File: config.mk
export PLATFORM = sky130hd
export DESIGN_NAME = attr_interp_top
export DESIGN_NICKNAME = d
export VERILOG_FILES = /design/src/attr_pkg.sv /design/src/attr_stepper.sv /design/src/recip_stage.sv /design/src/persp_stage.sv /design/src/attr_interp_top.sv
export SDC_FILE = /design/constraint.sdc
export NUM_CORES = 2
export LEC_CHECK = 0
export ABC_AREA = 1
export CAP_MARGIN = 20
export CELL_PAD_IN_SITES_DETAIL_PLACEMENT = 1
export CELL_PAD_IN_SITES_GLOBAL_PLACEMENT = 1
export CORE_MARGIN = 1
export CORE_UTILIZATION = 35
export DETAILED_ROUTE_END_ITERATION = 12
export DONT_BUFFER_PORTS = 1
export GPL_TIMING_DRIVEN = 1
export PLACE_DENSITY_LB_ADDON = 0.1
export SKIP_CTS_REPAIR_TIMING = 1
export SYNTH_ARGS = -nofsm -noshare
export SYNTH_HDL_FRONTEND = slang
export SYNTH_HIERARCHICAL = 1
export SYNTH_SLANG_ARGS = --single-unit
File: constraint.sdc
create_clock -name aclk -period 82.5 [get_ports aclk]
set_clock_uncertainty 0.15 [all_clocks]
set_input_delay 16.5 -clock aclk [delete_from_list [all_inputs] [get_ports aclk]]
set_output_delay 16.5 -clock aclk [all_outputs]
set_load 0.01 [all_outputs]
File: src/attr_pkg.sv
//////////////////////////////////////////////////////////////////////
// Attribute interpolator shared definitions
// Widths and fixed-point constants of the pipeline
// Rasterizer command codes
// Pixel tag, attribute set and fragment structs
//////////////////////////////////////////////////////////////////////
package attr_pkg;

    localparam int ATTR_W      = 32; // Accumulator width
    localparam int POS_W       = 11; // Screen coordinate width
    localparam int INDEX_W     = 32;
    localparam int CALC_W      = 18; // Reciprocal and multiply precision
    localparam int POINT_POS   = 9;  // Fraction bits of the reciprocal
    localparam int DEPTH_W     = 16;
    localparam int SUB_PIXEL_W = 8;

    // Qn.26 dividend, so Qn.26 / U1.17 gives U9.9
    localparam logic [ATTR_W-1:0] RECIP_NUM =
        (32'd1 << (CALC_W - 1 + POINT_POS)) - 32'd1;

    // U9.9 * S1.16 = S10.25, shifted down to S16.15
    localparam int PERSP_SHIFT = (CALC_W - 2) + POINT_POS - 15;

    //////////////////////////////////////////////////////////////////////
    // Rasterizer commands
    //////////////////////////////////////////////////////////////////////
    typedef enum logic [1:0] {
        CMD_INIT  = 2'd0, // Load start values
        CMD_X_INC = 2'd1,
        CMD_X_DEC = 2'd2,
        CMD_Y_INC = 2'd3
    } cmd_t;

    // Pass-through part of a beat
    typedef struct packed {
        logic               last;
        logic               keep;
        logic [POS_W-1:0]   spx;
        logic [POS_W-1:0]   spy;
        logic [INDEX_W-1:0] index;
    } pix_tag_t;

    // Start values, increments and accumulators share this layout
    typedef struct packed {
        logic signed [ATTR_W-1:0] tex_s;   // S1.30
        logic signed [ATTR_W-1:0] tex_t;
        logic signed [ATTR_W-1:0] tex_q;
        logic signed [ATTR_W-1:0] depth_z; // S1.30
        logic signed [ATTR_W-1:0] color_r; // S7.24
        logic signed [ATTR_W-1:0] color_g;
        logic signed [ATTR_W-1:0] color_b;
        logic signed [ATTR_W-1:0] color_a;
    } attr_set_t;

    typedef struct packed {
        logic [ATTR_W-1:0]      tex_s;   // S16.15
        logic [ATTR_W-1:0]      tex_t;
        logic [DEPTH_W-1:0]     depth_z; // U0.16
        logic [SUB_PIXEL_W-1:0] color_r;
        logic [SUB_PIXEL_W-1:0] color_g;
        logic [SUB_PIXEL_W-1:0] color_b;
        logic [SUB_PIXEL_W-1:0] color_a;
    } frag_t;

endpackage

File: src/attr_stepper.sv
//////////////////////////////////////////////////////////////////////
// Command-driven attribute accumulators
// Eight fixed-point accumulators stepped by INIT, X_INC, X_DEC, Y_INC
// Input tag register and pixel valid register
//////////////////////////////////////////////////////////////////////
`timescale 1ns/100ps

module attr_stepper
(
    input  logic                aclk,
    input  logic                rst_n,

    // Rasterizer beat
    input  logic                s_valid,
    input  attr_pkg::cmd_t      s_cmd,
    input  logic                s_pixel,
    input  attr_pkg::pix_tag_t  s_tag,

    // Triangle attributes, held while stepping
    input  attr_pkg::attr_set_t attr_start,
    input  attr_pkg::attr_set_t attr_inc_x,
    input  attr_pkg::attr_set_t attr_inc_y,

    output attr_pkg::attr_set_t acc,
    output logic                acc_valid,
    output attr_pkg::pix_tag_t  acc_tag
);
    import attr_pkg::*;

    attr_set_t acc_nxt;

    // Field-wise add or subtract over the whole attribute set
    function automatic attr_set_t step_set
    (
        input attr_set_t base,
        input attr_set_t delta,
        input logic      sub
    );
        attr_set_t res;
        for (int i = 0; i < $bits(attr_set_t) / ATTR_W; i++)
        begin
            if (sub)
                res[i*ATTR_W +: ATTR_W] = base[i*ATTR_W +: ATTR_W] - delta[i*ATTR_W +: ATTR_W];
            else
                res[i*ATTR_W +: ATTR_W] = base[i*ATTR_W +: ATTR_W] + delta[i*ATTR_W +: ATTR_W];
        end
        return res;
    endfunction

    //////////////////////////////////////////////////////////////////////
    // Next accumulator value from the command
    //////////////////////////////////////////////////////////////////////
    always_comb
    begin
        acc_nxt = acc;
        case (s_cmd)
            CMD_INIT:  acc_nxt = attr_start;
            CMD_X_INC: acc_nxt = step_set(acc, attr_inc_x, 1'b0);
            CMD_X_DEC: acc_nxt = step_set(acc, attr_inc_x, 1'b1); // Walking back along the span
            CMD_Y_INC: acc_nxt = step_set(acc, attr_inc_y, 1'b0);
        endcase
    end

    // Non-pixel beats still step the accumulators
    always_ff @(posedge aclk)
    begin
        if (!rst_n)
        begin
            acc       <= '0;
            acc_valid <= 1'b0;
        end
        else
        begin
            acc_valid <= s_valid & s_pixel;
            if (s_valid)
                acc <= acc_nxt;
        end
    end

    always_ff @(posedge aclk)
    begin
        acc_tag <= s_tag;
    end

endmodule

File: src/recip_stage.sv
//////////////////////////////////////////////////////////////////////
// Pipeline stage A of the attribute interpolator
// Texture s and t extraction to S1.16
// Saturating reciprocal of q by exact truncating division
// Depth and color clamping into the fragment
//////////////////////////////////////////////////////////////////////
`timescale 1ns/100ps

module recip_stage
(
    input  logic                              aclk,
    input  logic                              rst_n,

    input  attr_pkg::attr_set_t               acc,
    input  logic                              acc_valid,
    input  attr_pkg::pix_tag_t                acc_tag,

    output logic                              a_valid,
    output attr_pkg::pix_tag_t                a_tag,
    output logic signed [attr_pkg::CALC_W-1:0] a_s,
    output logic signed [attr_pkg::CALC_W-1:0] a_t,
    output logic        [attr_pkg::CALC_W-1:0] a_recip, // U9.9
    output attr_pkg::frag_t                   a_frag
);
    import attr_pkg::*;

    logic signed [CALC_W-1:0] s18;
    logic signed [CALC_W-1:0] t18;
    logic        [CALC_W-1:0] q18;     // U1.17
    logic        [ATTR_W-1:0] divisor;
    logic        [ATTR_W-1:0] quot;
    logic        [CALC_W-1:0] recip;
    frag_t                    frag_c;

    // S7.8 word to an 8 bit channel
    function automatic logic [SUB_PIXEL_W-1:0] clamp_color(input logic [ATTR_W-1:0] v);
        logic [15:0] word;
        word = v[ATTR_W-1 -: 16];
        if (word[15])
            return '0; // Negative
        else if (|word[14:SUB_PIXEL_W])
            return '1; // Above 1.0
        else
            return word[SUB_PIXEL_W-1:0];
    endfunction

    //////////////////////////////////////////////////////////////////////
    // Reciprocal of q
    //////////////////////////////////////////////////////////////////////
    always_comb
    begin
        s18 = acc.tex_s[ATTR_W-1 -: CALC_W];
        t18 = acc.tex_t[ATTR_W-1 -: CALC_W];
        q18 = acc.tex_q[ATTR_W-2 -: CALC_W]; // Sign dropped, q is normalized

        divisor = (q18 == '0) ? 32'd1 : {{(ATTR_W - CALC_W){1'b0}}, q18};
        quot    = RECIP_NUM / divisor;

        // Saturate on zero q or a quotient wider than 18 bits
        if (q18 == '0 || |quot[ATTR_W-1:CALC_W])
            recip = '1;
        else
            recip = quot[CALC_W-1:0];
    end

    always_comb
    begin
        frag_c         = '0; // Texture filled in by stage B
        frag_c.depth_z = acc.depth_z[ATTR_W-1] ? '0 :
                         acc.depth_z[ATTR_W-2] ? '1 :
                         acc.depth_z[14 +: DEPTH_W];
        frag_c.color_r = clamp_color(acc.color_r);
        frag_c.color_g = clamp_color(acc.color_g);
        frag_c.color_b = clamp_color(acc.color_b);
        frag_c.color_a = clamp_color(acc.color_a);
    end

    always_ff @(posedge aclk)
    begin
        if (!rst_n)
            a_valid <= 1'b0;
        else
            a_valid <= acc_valid;
    end

    always_ff @(posedge aclk)
    begin
        a_tag   <= acc_tag;
        a_s     <= s18;
        a_t     <= t18;
        a_recip <= recip;
        a_frag  <= frag_c;
    end

endmodule

File: src/persp_stage.sv
//////////////////////////////////////////////////////////////////////
// Pipeline stage B of the attribute interpolator
// Perspective correction of s and t by the reciprocal of q
// Output fragment, tag and valid registers
//////////////////////////////////////////////////////////////////////
`timescale 1ns/100ps

module persp_stage
(
    input  logic                               aclk,
    input  logic                               rst_n,

    input  logic                               a_valid,
    input  attr_pkg::pix_tag_t                 a_tag,
    input  logic signed [attr_pkg::CALC_W-1:0] a_s,
    input  logic signed [attr_pkg::CALC_W-1:0] a_t,
    input  logic        [attr_pkg::CALC_W-1:0] a_recip,
    input  attr_pkg::frag_t                    a_frag,

    output logic                               m_valid,
    output attr_pkg::pix_tag_t                 m_tag,
    output attr_pkg::frag_t                    m_frag
);
    import attr_pkg::*;

    frag_t frag_c;

    // S1.16 times U9.9, result in S16.15
    function automatic logic [ATTR_W-1:0] persp_mul
    (
        input logic signed [CALC_W-1:0] v,
        input logic        [CALC_W-1:0] r
    );
        logic signed [2*CALC_W:0] prod;
        prod = v * $signed({1'b0, r});
        prod = prod >>> PERSP_SHIFT;
        return prod[ATTR_W-1:0];
    endfunction

    always_comb
    begin
        frag_c       = a_frag; // Depth and colors already final
        frag_c.tex_s = persp_mul(a_s, a_recip);
        frag_c.tex_t = persp_mul(a_t, a_recip);
    end

    always_ff @(posedge aclk)
    begin
        if (!rst_n)
            m_valid <= 1'b0;
        else
            m_valid <= a_valid;
    end

    always_ff @(posedge aclk)
    begin
        m_tag  <= a_tag;
        m_frag <= frag_c;
    end

endmodule

File: src/attr_interp_top.sv
//////////////////////////////////////////////////////////////////////
// Attribute interpolator top level
// Stepper, reciprocal stage and perspective stage in a line
//////////////////////////////////////////////////////////////////////
`timescale 1ns/100ps

module attr_interp_top
(
    input  logic                aclk,
    input  logic                rst_n,

    // Triangle attributes
    input  attr_pkg::attr_set_t attr_start,
    input  attr_pkg::attr_set_t attr_inc_x,
    input  attr_pkg::attr_set_t attr_inc_y,

    // Rasterizer beats
    input  logic                s_valid,
    input  attr_pkg::cmd_t      s_cmd,
    input  logic                s_pixel,
    input  attr_pkg::pix_tag_t  s_tag,

    // Fragments
    output logic                m_valid,
    output attr_pkg::pix_tag_t  m_tag,
    output attr_pkg::frag_t     m_frag
);
    import attr_pkg::*;

    attr_set_t                acc;
    logic                     acc_valid;
    pix_tag_t                 acc_tag;

    logic                     a_valid;
    pix_tag_t                 a_tag;
    logic signed [CALC_W-1:0] a_s;
    logic signed [CALC_W-1:0] a_t;
    logic        [CALC_W-1:0] a_recip;
    frag_t                    a_frag;

    //////////////////////////////////////////////////////////////////////
    // Three stage pipeline
    //////////////////////////////////////////////////////////////////////
    attr_stepper u_stepper
    (
        .aclk       (aclk),
        .rst_n      (rst_n),
        .s_valid    (s_valid),
        .s_cmd      (s_cmd),
        .s_pixel    (s_pixel),
        .s_tag      (s_tag),
        .attr_start (attr_start),
        .attr_inc_x (attr_inc_x),
        .attr_inc_y (attr_inc_y),
        .acc        (acc),
        .acc_valid  (acc_valid),
        .acc_tag    (acc_tag)
    );

    recip_stage u_recip
    (
        .aclk      (aclk),
        .rst_n     (rst_n),
        .acc       (acc),
        .acc_valid (acc_valid),
        .acc_tag   (acc_tag),
        .a_valid   (a_valid),
        .a_tag     (a_tag),
        .a_s       (a_s),
        .a_t       (a_t),
        .a_recip   (a_recip),
        .a_frag    (a_frag)
    );

    persp_stage u_persp
    (
        .aclk    (aclk),
        .rst_n   (rst_n),
        .a_valid (a_valid),
        .a_tag   (a_tag),
        .a_s     (a_s),
        .a_t     (a_t),
        .a_recip (a_recip),
        .a_frag  (a_frag),
        .m_valid (m_valid),
        .m_tag   (m_tag),
        .m_frag  (m_frag)
    );

endmodule

==> impl_results.md <==
- Status: complete, no violations
- H-Tree Depth: 3
- CP arrival: 75830 ps
- Worst r2r src: u_stepper/acc[190]$_SDFFE_PN0P_
- HPWL Detailed: 356.5 mm
- First-pass GRT wire length: around 630 mm
- Tightest Hold Check Type: register to register
- Die extent in x: 512.2 um
- Ys Warns: 6
- Nets: between 15000 and 20000
- Initial DRC count: approximately 4900
- FF-to-FF End: u_recip/a_recip[0]$_SDFF_PP1_
- Die height: slightly above 500 um
- Crit path max-delay family: compound AO/OA/AOI/OAI gates
- Die area: around 260000 um2
- Cell Rows: about 190
- Crit path launch type: register
- Wirelength per Cell: approximately 25 um
- Initial Util: around 35%
- Hold Path Stages: 0
- Mapped Nets: 16370
- Most frequent cells in the layout: 3277 x nand2_1, 2154 x inv_1, 1402 x nor2_1
- Area of the core: between 200000 and 300000 um2
- Clock sink count: 630
- Hold path startpoint: u_stepper/acc_tag[54]$_DFF_P_
- Min Tclk post-route: 75320 ps
- Vias in the first global route: just under 100k
- DRT Pass-1 Iters: 5
- Crit end category: register
- Insertion delay to the later sink of the worst-skew pair: between 700 and 800 ps
- Post-DRT Antenna Nets: 0
- Tightest Pin Transition: between 1000 and 1500 ps
- Period utilisation layout: 91.30%
- Final hold slack: roughly 160 ps
- Largest net degree at the start of global routing: approximately 230
- Most used cell, CP: nand2_1
- R2R Setup Slk: 7180 ps
- Worst R2R Path Depth: between 500 and 600
- Total of max-cap violations: 0
- CP peak stage delay: about 450 ps
- Final Setup Violations: 0
- CTS buffer count: 85
- Syn Std Cell Area: ~91000 um2
- Total track usage: 31.89%
- Critical path required time: slightly above 80000 ps
- IO buf count: 0
- Gr ovfl total: 0
- Max-slew violations: 0
- Placer Congestion: 0.9883
- Routed wire length: roughly 430 mm
- Slowest stage cell, crit path: ha_2
- Initial antenna violation count: about 140
- Fill cells: about 34000
- Final Hold Fails: 0
- DR vias/cell: 5.389
- Clk root buf: clkbuf_16
- Critical path buffer and inverter count: 73
- CTS tree: done
- Crit path max fanout: 32
- Fmax: 13.28 MHz
- Clock Path Buffers: 3
- I/O Pins: approximately 1000
- Slew headroom: between 20% and 30%
- Clock slew at reported path FFs: roughly 70 ps
- Share of cells above drive strength 1: 6.233%
- Hold EP: u_recip/a_tag[54]$_DFF_P_
- Mean Syn Cell Area: approximately 6.5 um2
- Area Overhead vs Synth: 9.621%
- Type of the worst setup path: register to register
- Routed via count: about 95000
- Synthesized instance count: around 14000
- DR DRC count: 0
- Commonest non-fill, non-tap cell in the layout: nand2_1
[worst max-delay path by stage]
stage | start | endpoint | slack [ps] | cells past startpoint
floorplan | u_stepper/acc[181]$_SDFFE_PN0P_ | u_recip/a_recip[0]$_SDFF_PP1_ | 11460 | 577
global placement | u_stepper/acc[187]$_SDFFE_PN0P_ | u_recip/a_recip[0]$_SDFF_PP1_ | 2700 | 544
detailed placement | u_stepper/acc[187]$_SDFFE_PN0P_ | u_recip/a_recip[0]$_SDFF_PP1_ | -780 | 543
CTS | u_stepper/acc[187]$_SDFFE_PN0P_ | u_recip/a_recip[0]$_SDFF_PP1_ | -960 | 542
global route | u_stepper/acc[190]$_SDFFE_PN0P_ | u_recip/a_recip[0]$_SDFF_PP1_ | -440 | 550
finish | u_stepper/acc[190]$_SDFFE_PN0P_ | u_recip/a_recip[0]$_SDFF_PP1_ | 7180 | 540
[layout make-up]
class	instances	area, um2	share of cell area (%)
tap	3384	4234	4.239
multi-input combinational	10760	68480	68.56
clock inverter	50	706.9	0.7078
clock buffer	108	2303	2.306
timing repair inverter	2	10.01	0.01002
inverter	2210	8371	8.381
timing repair buffer	354	2907	2.910
antenna	100	250.2	0.2506
sequential	630	12620	12.63
[worst reg2reg max path, delay by kind of cell, from the launching register on]
family | cells | cell delay, ps
AO/OA/AOI/OAI | 200 | 30860
adder cells (fa/ha/maj) | 30 | 10340
buffers and inverters | 73 | 8360
flip-flops | 1 | 390
AND/OR/NAND/NOR | 237 | 25190
[stage by stage]
step | std cells | TNS (ps) | utilization [%] | cell area [um2] | setup slack (ps)
CTS | 17440 | -962.2 | 38.29 | 98720 | -962.2
detailed placement | 17280 | -780.2 | 37.12 | 95710 | -780.2
global route | 17580 | -436.8 | 38.71 | 99810 | -436.8
floorplan | 14060 | 0 | - | 91110 | 11460
finish | 17600 | 0 | 38.73 | 99880 | 7181
global placement | 17280 | 0 | 37.09 | 95640 | 2704
[metal layers]
metal	track usage (%)	share of wire, %	vias to the layer above
met1	38.47	42	46760
li1	-	-	45260
met4	17.36	5.7	8
met5	0	0.013	-
met3	4.722	4.8	672
met2	54.30	47	2159
[state kept, by name, indices dropped and copies added, names as in the netlist, 18 cells and up]
register	flops
u_persp/m_frag	102
u_persp/m_tag	56
u_recip/a_frag	48
u_recip/a_recip	18
u_recip/a_s	18
u_recip/a_t	18
u_recip/a_tag	56
u_stepper/acc	255
u_stepper/acc_tag	56
Power is not shown: default switching activity piles up to over one toggle a cycle in this logic, so the estimate is an artifact.
